$ cat src/cpu_pkg.sv
`default_nettype none

package cpu_pkg;

  typedef logic [31:0] word_t;
  typedef logic [4:0]  reg_idx_t;

  typedef enum logic [3:0] {
    ALU_ADD,
    ALU_SUB,
    ALU_SLL,
    ALU_SLT,
    ALU_SLTU,
    ALU_XOR,
    ALU_SRL,
    ALU_SRA,
    ALU_OR,
    ALU_AND
  } alu_op_e;

  // What happens to an instruction after the ALU
  typedef enum logic [3:0] {
    KIND_ALU,
    KIND_LUI,
    KIND_AUIPC,
    KIND_JAL,
    KIND_JALR,
    KIND_BRANCH,
    KIND_LOAD,
    KIND_STORE,
    KIND_HALT
  } instr_kind_e;

  localparam logic [6:0] OPC_LUI    = 7'b0110111;
  localparam logic [6:0] OPC_AUIPC  = 7'b0010111;
  localparam logic [6:0] OPC_JAL    = 7'b1101111;
  localparam logic [6:0] OPC_JALR   = 7'b1100111;
  localparam logic [6:0] OPC_BRANCH = 7'b1100011;
  localparam logic [6:0] OPC_LOAD   = 7'b0000011;
  localparam logic [6:0] OPC_STORE  = 7'b0100011;
  localparam logic [6:0] OPC_OPIMM  = 7'b0010011;
  localparam logic [6:0] OPC_OP     = 7'b0110011;
  localparam logic [6:0] OPC_SYSTEM = 7'b1110011;

endpackage

`default_nettype wire

$ cat src/gpr_file.sv
`timescale 1ns/1ps
`default_nettype none

module gpr_file import cpu_pkg::*; (
  input  wire logic clk,
  input  wire logic rst_n,
  input  reg_idx_t  raddr1,
  input  reg_idx_t  raddr2,
  input  wire logic wen,
  input  reg_idx_t  waddr,
  input  word_t     wdata,
  output word_t     rdata1,
  output word_t     rdata2
);

  word_t regs [32];

  // x0 is cleared by reset and never written, so it always reads zero
  always_ff @(posedge clk or negedge rst_n) begin
    if (!rst_n) begin
      for (int i = 0; i < 32; i++) begin
        regs[i] <= '0;
      end
    end else if (wen && waddr != 5'd0) begin
      regs[waddr] <= wdata;
    end
  end

  assign rdata1 = regs[raddr1];
  assign rdata2 = regs[raddr2];

endmodule

`default_nettype wire

$ cat src/fetch_unit.sv
`timescale 1ns/1ps
`default_nettype none

module fetch_unit import cpu_pkg::*; #(
  parameter word_t RESET_PC = '0
) (
  input  wire logic clk,
  input  wire logic rst_n,
  input  wire logic commit_valid,
  input  word_t     commit_pc,
  input  wire logic commit_halt,
  output logic      mem_req_valid,
  input  wire logic mem_req_ready,
  output word_t     mem_req_addr,
  input  wire logic mem_resp_valid,
  input  word_t     mem_resp_rdata,
  output logic      out_valid,
  input  wire logic out_ready,
  output word_t     out_pc,
  output word_t     out_instr,
  output logic      halted
);

  typedef enum logic [2:0] {
    F_IDLE,
    F_REQ,
    F_WAIT,
    F_OUT,
    F_COMMIT,
    F_HALT
  } fetch_state_e;

  fetch_state_e state;
  word_t        pc;
  word_t        instr;

  always_ff @(posedge clk or negedge rst_n) begin
    if (!rst_n) begin
      state <= F_IDLE;
      pc    <= RESET_PC;
    end else begin
      case (state)
        F_IDLE: state <= F_REQ;
        F_REQ: begin
          if (mem_req_ready) state <= F_WAIT;
        end
        F_WAIT: begin
          if (mem_resp_valid) state <= F_OUT;
        end
        F_OUT: begin
          if (out_ready) state <= F_COMMIT;
        end
        F_COMMIT: begin
          // Only one instruction in flight, so wait here for its commit
          if (commit_valid) begin
            if (commit_halt) begin
              state <= F_HALT;
            end else begin
              pc    <= commit_pc;
              state <= F_REQ;
            end
          end
        end
        default: state <= F_HALT;
      endcase
    end
  end

  always_ff @(posedge clk) begin
    if (state == F_WAIT && mem_resp_valid) instr <= mem_resp_rdata;
  end

  assign mem_req_valid = (state == F_REQ);
  assign mem_req_addr  = pc;
  assign out_valid     = (state == F_OUT);
  assign out_pc        = pc;
  assign out_instr     = instr;
  assign halted        = (state == F_HALT);

endmodule

`default_nettype wire

$ cat src/decode_unit.sv
`timescale 1ns/1ps
`default_nettype none

module decode_unit import cpu_pkg::*; (
  input  wire logic   clk,
  input  wire logic   rst_n,
  input  wire logic   in_valid,
  output logic        in_ready,
  input  word_t       in_pc,
  input  word_t       in_instr,
  output reg_idx_t    raddr1,
  output reg_idx_t    raddr2,
  input  word_t       rdata1,
  input  word_t       rdata2,
  output logic        out_valid,
  input  wire logic   out_ready,
  output word_t       out_pc,
  output instr_kind_e out_kind,
  output alu_op_e     out_alu_op,
  output logic [2:0]  out_funct3,
  output word_t       out_rs1_val,
  output word_t       out_rs2_val,
  output word_t       out_imm,
  output logic        out_use_imm,
  output reg_idx_t    out_rd
);

  logic [6:0]  opcode;
  logic [2:0]  funct3;
  logic        alt;
  word_t       imm_i, imm_s, imm_b, imm_u, imm_j;
  instr_kind_e kind;
  alu_op_e     alu_op;
  word_t       imm;
  logic        use_imm;
  logic        accept;

  assign opcode = in_instr[6:0];
  assign funct3 = in_instr[14:12];
  assign alt    = in_instr[30];
  assign raddr1 = in_instr[19:15];
  assign raddr2 = in_instr[24:20];

  assign imm_i = {{20{in_instr[31]}}, in_instr[31:20]};
  assign imm_s = {{20{in_instr[31]}}, in_instr[31:25], in_instr[11:7]};
  assign imm_b = {{19{in_instr[31]}}, in_instr[31], in_instr[7], in_instr[30:25],
                  in_instr[11:8], 1'b0};
  assign imm_u = {in_instr[31:12], 12'b0};
  assign imm_j = {{11{in_instr[31]}}, in_instr[31], in_instr[19:12], in_instr[20],
                  in_instr[30:21], 1'b0};

  always_comb begin
    kind    = KIND_HALT;
    alu_op  = ALU_ADD;
    imm     = imm_i;
    use_imm = 1'b1;
    case (opcode)
      OPC_LUI:   begin kind = KIND_LUI;   imm = imm_u; end
      OPC_AUIPC: begin kind = KIND_AUIPC; imm = imm_u; end
      OPC_JAL:   begin kind = KIND_JAL;   imm = imm_j; end
      OPC_JALR:  kind = KIND_JALR;
      OPC_BRANCH: begin
        kind    = KIND_BRANCH;
        imm     = imm_b;
        use_imm = 1'b0;
      end
      OPC_LOAD:  kind = KIND_LOAD;
      OPC_STORE: begin kind = KIND_STORE; imm = imm_s; end
      OPC_OPIMM, OPC_OP: begin
        kind    = KIND_ALU;
        use_imm = (opcode == OPC_OPIMM);
        case (funct3)
          3'b000:  alu_op = (opcode == OPC_OP && alt) ? ALU_SUB : ALU_ADD;
          3'b001:  alu_op = ALU_SLL;
          3'b010:  alu_op = ALU_SLT;
          3'b011:  alu_op = ALU_SLTU;
          3'b100:  alu_op = ALU_XOR;
          3'b101:  alu_op = alt ? ALU_SRA : ALU_SRL;
          3'b110:  alu_op = ALU_OR;
          default: alu_op = ALU_AND;
        endcase
      end
      // EBREAK, and anything unsupported, halts the core
      OPC_SYSTEM: kind = KIND_HALT;
      default:    kind = KIND_HALT;
    endcase
  end

  assign in_ready = !out_valid;
  assign accept   = in_valid && in_ready;

  always_ff @(posedge clk or negedge rst_n) begin
    if (!rst_n) begin
      out_valid <= 1'b0;
    end else if (accept) begin
      out_valid <= 1'b1;
    end else if (out_ready) begin
      out_valid <= 1'b0;
    end
  end

  always_ff @(posedge clk) begin
    if (accept) begin
      out_pc      <= in_pc;
      out_kind    <= kind;
      out_alu_op  <= alu_op;
      out_funct3  <= funct3;
      out_rs1_val <= rdata1;
      out_rs2_val <= rdata2;
      out_imm     <= imm;
      out_use_imm <= use_imm;
      out_rd      <= in_instr[11:7];
    end
  end

endmodule

`default_nettype wire

$ cat src/execute_unit.sv
`timescale 1ns/1ps
`default_nettype none

module execute_unit import cpu_pkg::*; (
  input  wire logic   clk,
  input  wire logic   rst_n,
  input  wire logic   in_valid,
  output logic        in_ready,
  input  word_t       in_pc,
  input  instr_kind_e in_kind,
  input  alu_op_e     in_alu_op,
  input  wire [2:0]   in_funct3,
  input  word_t       in_rs1_val,
  input  word_t       in_rs2_val,
  input  word_t       in_imm,
  input  wire logic   in_use_imm,
  input  reg_idx_t    in_rd,
  output logic        out_valid,
  input  wire logic   out_ready,
  output instr_kind_e out_kind,
  output reg_idx_t    out_rd,
  output word_t       out_result,
  output word_t       out_store_data,
  output word_t       out_next_pc
);

  word_t opb;
  word_t alu_val;
  word_t pc_plus4;
  word_t pc_target;
  word_t result;
  word_t next_pc;
  logic  taken;
  logic  accept;

  assign opb = in_use_imm ? in_imm : in_rs2_val;

  always_comb begin
    case (in_alu_op)
      ALU_SUB:  alu_val = in_rs1_val - opb;
      ALU_SLL:  alu_val = in_rs1_val << opb[4:0];
      ALU_SLT:  alu_val = {31'b0, $signed(in_rs1_val) < $signed(opb)};
      ALU_SLTU: alu_val = {31'b0, in_rs1_val < opb};
      ALU_XOR:  alu_val = in_rs1_val ^ opb;
      ALU_SRL:  alu_val = in_rs1_val >> opb[4:0];
      ALU_SRA:  alu_val = word_t'($signed(in_rs1_val) >>> opb[4:0]);
      ALU_OR:   alu_val = in_rs1_val | opb;
      ALU_AND:  alu_val = in_rs1_val & opb;
      default:  alu_val = in_rs1_val + opb;
    endcase
  end

  always_comb begin
    case (in_funct3)
      3'b000:  taken = (in_rs1_val == in_rs2_val);
      3'b001:  taken = (in_rs1_val != in_rs2_val);
      3'b100:  taken = ($signed(in_rs1_val) < $signed(in_rs2_val));
      3'b101:  taken = ($signed(in_rs1_val) >= $signed(in_rs2_val));
      3'b110:  taken = (in_rs1_val < in_rs2_val);
      3'b111:  taken = (in_rs1_val >= in_rs2_val);
      default: taken = 1'b0;
    endcase
  end

  assign pc_plus4  = in_pc + 32'd4;
  assign pc_target = in_pc + in_imm;

  // Loads, stores and JALR get rs1 + imm from the ALU adder
  always_comb begin
    result  = alu_val;
    next_pc = pc_plus4;
    case (in_kind)
      KIND_LUI:   result = in_imm;
      KIND_AUIPC: result = pc_target;
      KIND_JAL: begin
        result  = pc_plus4;
        next_pc = pc_target;
      end
      KIND_JALR: begin
        result  = pc_plus4;
        next_pc = {alu_val[31:1], 1'b0};
      end
      KIND_BRANCH: begin
        if (taken) next_pc = pc_target;
      end
      default: ;
    endcase
  end

  assign in_ready = !out_valid;
  assign accept   = in_valid && in_ready;

  always_ff @(posedge clk or negedge rst_n) begin
    if (!rst_n) begin
      out_valid <= 1'b0;
    end else if (accept) begin
      out_valid <= 1'b1;
    end else if (out_ready) begin
      out_valid <= 1'b0;
    end
  end

  always_ff @(posedge clk) begin
    if (accept) begin
      out_kind       <= in_kind;
      out_rd         <= in_rd;
      out_result     <= result;
      out_store_data <= in_rs2_val;
      out_next_pc    <= next_pc;
    end
  end

endmodule

`default_nettype wire

$ cat src/load_store_unit.sv
`timescale 1ns/1ps
`default_nettype none

module load_store_unit import cpu_pkg::*; (
  input  wire logic   clk,
  input  wire logic   rst_n,
  input  wire logic   in_valid,
  output logic        in_ready,
  input  instr_kind_e in_kind,
  input  reg_idx_t    in_rd,
  input  word_t       in_result,
  input  word_t       in_store_data,
  input  word_t       in_next_pc,
  output logic        mem_req_valid,
  input  wire logic   mem_req_ready,
  output word_t       mem_req_addr,
  output logic        mem_req_write,
  output word_t       mem_req_wdata,
  input  wire logic   mem_resp_valid,
  input  word_t       mem_resp_rdata,
  output logic        gpr_wen,
  output reg_idx_t    gpr_waddr,
  output word_t       gpr_wdata,
  output logic        commit_valid,
  output word_t       commit_pc,
  output logic        commit_halt
);

  typedef enum logic [1:0] {
    L_IDLE,
    L_REQ,
    L_WAIT,
    L_DONE
  } lsu_state_e;

  lsu_state_e  state;
  instr_kind_e kind_q;
  reg_idx_t    rd_q;
  word_t       result_q;
  word_t       store_data_q;
  word_t       next_pc_q;
  word_t       load_q;
  logic        is_mem;

  assign is_mem   = (in_kind == KIND_LOAD) || (in_kind == KIND_STORE);
  assign in_ready = (state == L_IDLE);

  always_ff @(posedge clk or negedge rst_n) begin
    if (!rst_n) begin
      state <= L_IDLE;
    end else begin
      case (state)
        L_IDLE: begin
          if (in_valid) state <= is_mem ? L_REQ : L_DONE;
        end
        L_REQ: begin
          if (mem_req_ready) state <= L_WAIT;
        end
        L_WAIT: begin
          if (mem_resp_valid) state <= L_DONE;
        end
        default: state <= L_IDLE;
      endcase
    end
  end

  always_ff @(posedge clk) begin
    if (in_valid && in_ready) begin
      kind_q       <= in_kind;
      rd_q         <= in_rd;
      result_q     <= in_result;
      store_data_q <= in_store_data;
      next_pc_q    <= in_next_pc;
    end
    if (state == L_WAIT && mem_resp_valid) load_q <= mem_resp_rdata;
  end

  assign mem_req_valid = (state == L_REQ);
  assign mem_req_addr  = result_q;
  assign mem_req_write = (kind_q == KIND_STORE);
  assign mem_req_wdata = store_data_q;

  // No register write for stores, branches and halt
  assign gpr_wen   = (state == L_DONE) && (kind_q != KIND_STORE) &&
                     (kind_q != KIND_BRANCH) && (kind_q != KIND_HALT);
  assign gpr_waddr = rd_q;
  assign gpr_wdata = (kind_q == KIND_LOAD) ? load_q : result_q;

  assign commit_valid = (state == L_DONE);
  assign commit_pc    = next_pc_q;
  assign commit_halt  = (kind_q == KIND_HALT);

endmodule

`default_nettype wire

$ cat src/mem_arbiter.sv
`timescale 1ns/1ps
`default_nettype none

module mem_arbiter import cpu_pkg::*; (
  input  wire logic clk,
  input  wire logic rst_n,
  input  wire logic if_req_valid,
  output logic      if_req_ready,
  input  word_t     if_req_addr,
  output logic      if_resp_valid,
  output word_t     if_resp_rdata,
  input  wire logic ls_req_valid,
  output logic      ls_req_ready,
  input  word_t     ls_req_addr,
  input  wire logic ls_req_write,
  input  word_t     ls_req_wdata,
  output logic      ls_resp_valid,
  output word_t     ls_resp_rdata,
  output logic      mem_req_valid,
  input  wire logic mem_req_ready,
  output word_t     mem_req_addr,
  output logic      mem_req_write,
  output word_t     mem_req_wdata,
  input  wire logic mem_resp_valid,
  input  word_t     mem_resp_rdata
);

  logic busy;
  logic owner_ls;

  // LSU wins when both request in the same cycle
  assign mem_req_valid = !busy && (if_req_valid || ls_req_valid);
  assign mem_req_addr  = ls_req_valid ? ls_req_addr : if_req_addr;
  assign mem_req_write = ls_req_valid && ls_req_write;
  assign mem_req_wdata = ls_req_wdata;

  assign ls_req_ready = !busy && mem_req_ready;
  assign if_req_ready = !busy && !ls_req_valid && mem_req_ready;

  always_ff @(posedge clk or negedge rst_n) begin
    if (!rst_n) begin
      busy     <= 1'b0;
      owner_ls <= 1'b0;
    end else if (mem_req_valid && mem_req_ready) begin
      busy     <= 1'b1;
      owner_ls <= ls_req_valid;
    end else if (mem_resp_valid) begin
      busy <= 1'b0;
    end
  end

  assign if_resp_valid = mem_resp_valid && busy && !owner_ls;
  assign ls_resp_valid = mem_resp_valid && busy && owner_ls;
  assign if_resp_rdata = mem_resp_rdata;
  assign ls_resp_rdata = mem_resp_rdata;

endmodule

`default_nettype wire

$ cat src/cpu_top.sv
`timescale 1ns/1ps
`default_nettype none

module cpu_top import cpu_pkg::*; #(
  parameter word_t RESET_PC = '0
) (
  input  wire logic clk,
  input  wire logic rst_n,
  output logic      mem_req_valid,
  input  wire logic mem_req_ready,
  output word_t     mem_req_addr,
  output logic      mem_req_write,
  output word_t     mem_req_wdata,
  input  wire logic mem_resp_valid,
  input  word_t     mem_resp_rdata,
  output logic      halted
);

  // Fetch side of the arbiter
  logic if_req_valid, if_req_ready, if_resp_valid;
  word_t if_req_addr, if_resp_rdata;
  // LSU side of the arbiter
  logic ls_req_valid, ls_req_ready, ls_req_write, ls_resp_valid;
  word_t ls_req_addr, ls_req_wdata, ls_resp_rdata;

  logic fd_valid, fd_ready;
  word_t fd_pc, fd_instr;

  logic de_valid, de_ready, de_use_imm;
  word_t de_pc, de_rs1_val, de_rs2_val, de_imm;
  instr_kind_e de_kind;
  alu_op_e de_alu_op;
  logic [2:0] de_funct3;
  reg_idx_t de_rd;

  logic el_valid, el_ready;
  instr_kind_e el_kind;
  reg_idx_t el_rd;
  word_t el_result, el_store_data, el_next_pc;

  reg_idx_t raddr1, raddr2, gpr_waddr;
  word_t rdata1, rdata2, gpr_wdata;
  logic gpr_wen;

  logic commit_valid, commit_halt;
  word_t commit_pc;

  fetch_unit #(.RESET_PC(RESET_PC)) u_fetch (
    .clk(clk), .rst_n(rst_n),
    .commit_valid(commit_valid), .commit_pc(commit_pc), .commit_halt(commit_halt),
    .mem_req_valid(if_req_valid), .mem_req_ready(if_req_ready),
    .mem_req_addr(if_req_addr),
    .mem_resp_valid(if_resp_valid), .mem_resp_rdata(if_resp_rdata),
    .out_valid(fd_valid), .out_ready(fd_ready),
    .out_pc(fd_pc), .out_instr(fd_instr),
    .halted(halted)
  );

  decode_unit u_decode (
    .clk(clk), .rst_n(rst_n),
    .in_valid(fd_valid), .in_ready(fd_ready),
    .in_pc(fd_pc), .in_instr(fd_instr),
    .raddr1(raddr1), .raddr2(raddr2), .rdata1(rdata1), .rdata2(rdata2),
    .out_valid(de_valid), .out_ready(de_ready),
    .out_pc(de_pc), .out_kind(de_kind), .out_alu_op(de_alu_op),
    .out_funct3(de_funct3), .out_rs1_val(de_rs1_val), .out_rs2_val(de_rs2_val),
    .out_imm(de_imm), .out_use_imm(de_use_imm), .out_rd(de_rd)
  );

  execute_unit u_execute (
    .clk(clk), .rst_n(rst_n),
    .in_valid(de_valid), .in_ready(de_ready),
    .in_pc(de_pc), .in_kind(de_kind), .in_alu_op(de_alu_op),
    .in_funct3(de_funct3), .in_rs1_val(de_rs1_val), .in_rs2_val(de_rs2_val),
    .in_imm(de_imm), .in_use_imm(de_use_imm), .in_rd(de_rd),
    .out_valid(el_valid), .out_ready(el_ready),
    .out_kind(el_kind), .out_rd(el_rd), .out_result(el_result),
    .out_store_data(el_store_data), .out_next_pc(el_next_pc)
  );

  load_store_unit u_lsu (
    .clk(clk), .rst_n(rst_n),
    .in_valid(el_valid), .in_ready(el_ready),
    .in_kind(el_kind), .in_rd(el_rd), .in_result(el_result),
    .in_store_data(el_store_data), .in_next_pc(el_next_pc),
    .mem_req_valid(ls_req_valid), .mem_req_ready(ls_req_ready),
    .mem_req_addr(ls_req_addr), .mem_req_write(ls_req_write),
    .mem_req_wdata(ls_req_wdata),
    .mem_resp_valid(ls_resp_valid), .mem_resp_rdata(ls_resp_rdata),
    .gpr_wen(gpr_wen), .gpr_waddr(gpr_waddr), .gpr_wdata(gpr_wdata),
    .commit_valid(commit_valid), .commit_pc(commit_pc), .commit_halt(commit_halt)
  );

  gpr_file u_gpr (
    .clk(clk), .rst_n(rst_n),
    .raddr1(raddr1), .raddr2(raddr2),
    .wen(gpr_wen), .waddr(gpr_waddr), .wdata(gpr_wdata),
    .rdata1(rdata1), .rdata2(rdata2)
  );

  mem_arbiter u_arb (
    .clk(clk), .rst_n(rst_n),
    .if_req_valid(if_req_valid), .if_req_ready(if_req_ready),
    .if_req_addr(if_req_addr),
    .if_resp_valid(if_resp_valid), .if_resp_rdata(if_resp_rdata),
    .ls_req_valid(ls_req_valid), .ls_req_ready(ls_req_ready),
    .ls_req_addr(ls_req_addr), .ls_req_write(ls_req_write),
    .ls_req_wdata(ls_req_wdata),
    .ls_resp_valid(ls_resp_valid), .ls_resp_rdata(ls_resp_rdata),
    .mem_req_valid(mem_req_valid), .mem_req_ready(mem_req_ready),
    .mem_req_addr(mem_req_addr), .mem_req_write(mem_req_write),
    .mem_req_wdata(mem_req_wdata),
    .mem_resp_valid(mem_resp_valid), .mem_resp_rdata(mem_resp_rdata)
  );

endmodule

`default_nettype wire

$ cat config.mk
export PLATFORM = sky130hd
export DESIGN_NAME = cpu_top
export DESIGN_NICKNAME = d
export VERILOG_FILES = /design/src/cpu_pkg.sv /design/src/gpr_file.sv /design/src/fetch_unit.sv /design/src/decode_unit.sv /design/src/execute_unit.sv /design/src/load_store_unit.sv /design/src/mem_arbiter.sv /design/src/cpu_top.sv
export SDC_FILE = /design/constraint.sdc
export NUM_CORES = 2
export LEC_CHECK = 0
export ABC_AREA = 0
export BUFFER_PORTS_ARGS = -buffer_cell sky130_fd_sc_hd__buf_4
export CELL_PAD_IN_SITES_DETAIL_PLACEMENT = 1
export CELL_PAD_IN_SITES_GLOBAL_PLACEMENT = 2
export CORE_MARGIN = 2
export CORE_UTILIZATION = 48
export CTS_CLUSTER_DIAMETER = 60
export DETAILED_ROUTE_END_ITERATION = 12
export PLACE_DENSITY_LB_ADDON = 0.05
export SYNTH_ARGS = -nofsm -noshare
export SYNTH_HDL_FRONTEND = slang
export SYNTH_SLANG_ARGS = --single-unit
$ cat constraint.sdc
create_clock -name clk -period 12 [get_ports clk]
set_input_delay 0.6 -clock clk [delete_from_list [all_inputs] [get_ports clk]]
set_output_delay 0.6 -clock clk [all_outputs]
set_load 0.1 [all_outputs]
==> flow_summary.yaml <==
outcome:
  status: "finished clean"
critical_path:
  cp_top_family: "compound AO/OA/AOI/OAI gates"
  path_cells: "buf_4 > mux2i_4 > buf_4 > buf_4 > ha_1 > nand2b_1 > o311a_1 > o211a_1 > a311oi_2 > nor3_1 > o2111ai_2 > nand2_1 > xnor2_1 > a221oi_1 > o21ai_0"
  crit_path_frequent_cell: "buf_4"
  endpoint_kind: "flop"
  crit_arrival_ps: 6320
  cp_max_fo: 41
  worstSetupPathType: "flop to flop"
  crit_required_ps: 12500
  critPathBufInv: 3
  cpPeakStageDelay_ps: 750
  cp-start-kind: "flop"
  worst_path_max_delay_cell: "a221oi_1"
layout:
  mostFrequentLayoutCells: "dfrtp_1, nand2_1, nor2_1, a21oi_1, mux4_2"
  syn_to_final_growth_pct: 11.2
  drive_gt1_share_pct: 20.3
  nets: 7024
  finish.utilization_pct: 53.7
  stdcell_count: 9135
  final_common_cell: "dfrtp_1"
global_route:
  grt_pass1_vias: 62900
  overflow: 0
  grt_usage_pct: 36.7
  grt_pass1_wl_mm: 456
  grt_start_max_net_pins: 166
  antenna_found_initial: 21
drt:
  vias: 60500
  route.detailed.wl_per_inst_microns: 34.4
  ant_nets: 0
  avgViaCountPerCell: 6.63
  drc_errors: 0
  drt-initial-drc-count: 6094
  wl_mm: 314
  dr.pass1.iters: 5
power:
  p_total_w: 0.0145
  peakVddDrop_mv: 0.148
  powerDensity_nw_per_um2: 161
  leakagePower_nw: 37.0
floorplanning:
  core_area_sq_um: 167000
  design.die.area_sq_um: 172000
  ios: 103
  rows: 150
  die_x_microns: 414
  die_y_microns: 414
  start_util_pct: 48.3
timing:
  slew_headroom_pct: 12.0
  slew_violations: 0
  final-hold-violation-count: 0
  period_share_pct: 48.5
  setup_viol: 0
  tns_ps: 0
  grt_setup_unrepaired: "no"
  fmax_ghz: 0.172
  tightestPinTransition_ps: 1320
  min_period_ps: 5810
  skew_ps: 59.4
clock_network:
  clkTransAtPathRegs_ps: 60
  clk_latency_ps: 820
  root_buffer: "clkbuf_16"
  postCtsSetupBuffers: 0
  ctsResizeCount: 0
  clock-sinks: 1484
  ctsLongestPathBuffers: 3
  h-tree-depth: 4
  cts_tree: "done"
  cts_made_buffers: 167
  ctsHoldBuffers: 32
synthesis:
  seq_area_frac_synth_pct: 48.6
  ys_ff_latch: 1484
  syn_area_sq_um: 80700
  netlist_instances: 6958
  synth_edf_count: 419
  async_flop_share_pct: 71.8
  avgSynthCellArea_sq_um: 11.6
  ys_warn_count: 0
  synth_fp_nets: 7189
  synth-main-ff-cell: "dfrtp_1"
  ys_types: 88
placement:
  place.gp.congestion: 0.976
  port_buffers: 102
  hpwl_mm: 200
  dp_cells: 8796
job:
  drv_cap: 0
worst_hold_path:
  holdCritPathClass: "input pin to flop"
## cell type report
type / count / area (sq um)
diodes: 5 / 12.5
well taps: 2204 / 2760
flip-flops and latches: 1484 / 39200
multi-input cells: 4716 / 39300
repair buffers: 274 / 2320
clock buffers: 240 / 4880
inverters: 150 / 563
clock inverters: 62 / 713
fillers: 17000 / 77300
## report_power, final
group          switching, W  internal, W
registers          0.000600      0.00599
clock network       0.00217      0.00309
logic               0.00142      0.00119
## final timing paths
kind | startpoint | endpoint | slack (ps) | cells after the start
min in group asynchronous | rst_n | u_lsu.state[1]$_DFFE_PN0P_ | 360 | 2
min reg2reg | u_gpr.regs[1018]$_DFFE_PN0P_ | u_gpr.regs[1018]$_DFFE_PN0P_ | 390 | 0
max reg2reg | u_decode.out_use_imm$_SDFFCE_PN1P_ | u_execute.out_next_pc[24]$_DFFE_PP_ | 6190 | 15
max in group asynchronous | rst_n | u_gpr.regs[636]$_DFFE_PN0P_ | 9040 | 4
min | mem_resp_rdata[14] | u_fetch.out_instr[14]$_DFFE_PP_ | 60 | 1
max | u_decode.out_use_imm$_SDFFCE_PN1P_ | u_execute.out_next_pc[24]$_DFFE_PP_ | 6190 | 15
## flip-flops by register name, summed over array words and instances, names as in the netlist, 5 cells and up
name,cells
u_decode.out_imm,32
u_decode.out_pc,32
u_decode.out_rd,5
u_decode.out_rs1_val,32
u_decode.out_rs2_val,32
u_execute.out_next_pc,32
u_execute.out_rd,5
u_execute.out_result,32
u_execute.out_store_data,32
u_fetch.mem_req_addr,32
u_fetch.out_instr,32
u_gpr.regs,1024
u_lsu.commit_pc,32
u_lsu.gpr_waddr,5
u_lsu.load_q,32
u_lsu.mem_req_addr,32
u_lsu.mem_req_wdata,32
## synth_stat cells, types with 37 or more instances
cell	n	share of area (%)
nand3_1	52	0.32
mux4_2	657	18
a22oi_1	37	0.34
a221oi_1	40	0.43
dfrtp_1	1065	33
mux2_2	145	2.0
xnor2_1	69	0.75
nor3_1	59	0.37
a21oi_1	668	4.1
clkbuf_1	512	2.4
mux2i_1	147	1.8
o21a_1	40	0.37
nand2_1	729	3.4
inv_1	144	0.67
edfxtp_1	419	16
ha_1	192	3.0
buf_1	62	0.29
nor2_1	700	3.3
a21o_1	60	0.56
o21ai_0	599	3.7
## worst register-to-register path, stage by stage, from the launching register on
cell and delay, ps:
edfxtp_1 330, buf_4 350, mux2i_4 300, buf_4 360, buf_4 500, ha_1 490, nand2b_1 150, o311a_1 240
o211a_1 330, a311oi_2 200, nor3_1 730, o2111ai_2 370, nand2_1 170, xnor2_1 80, a221oi_1 750, o21ai_0 180
## stage by stage
step / hold WS [ps] / cell area, sq um / setup WS, ps
global route: 26.3 / 89800 / 6080
floorplan: 304 / 80700 / 4170
CTS: 2.26 / 89800 / 6340
finish: 55.3 / 89800 / 6190
detailed placement: 383 / 83900 / 6370
global placement: 376 / 83900 / 6380
## cells by family (layout without fill, tap and decap cells)
family | after synthesis | in the layout | share of synthesized area [%]
xor gates and xnor gates | 105 | 105 | 1.14
DFF | 1484 | 1484 | 48.6
buffers and inverters | 758 | 726 | 3.62
other | 0 | 5 | 0
AOI/OAI and AO/OA | 1744 | 1744 | 12.6
and+or+nand+nor | 1718 | 1718 | 8.78
adders and majority gates | 195 | 195 | 3.05
muxes | 954 | 954 | 22.3
## layer usage
metal	vias to the layer above	GRT usage [%]	routed length, microns
li1	25400	-	-
met1	32100	49.0	127000
met2	2324	58.4	149000
met3	687	5.05	18800
met4	12	20.4	20000
met5	-	0	75
Power figures use the tool's default switching activity.
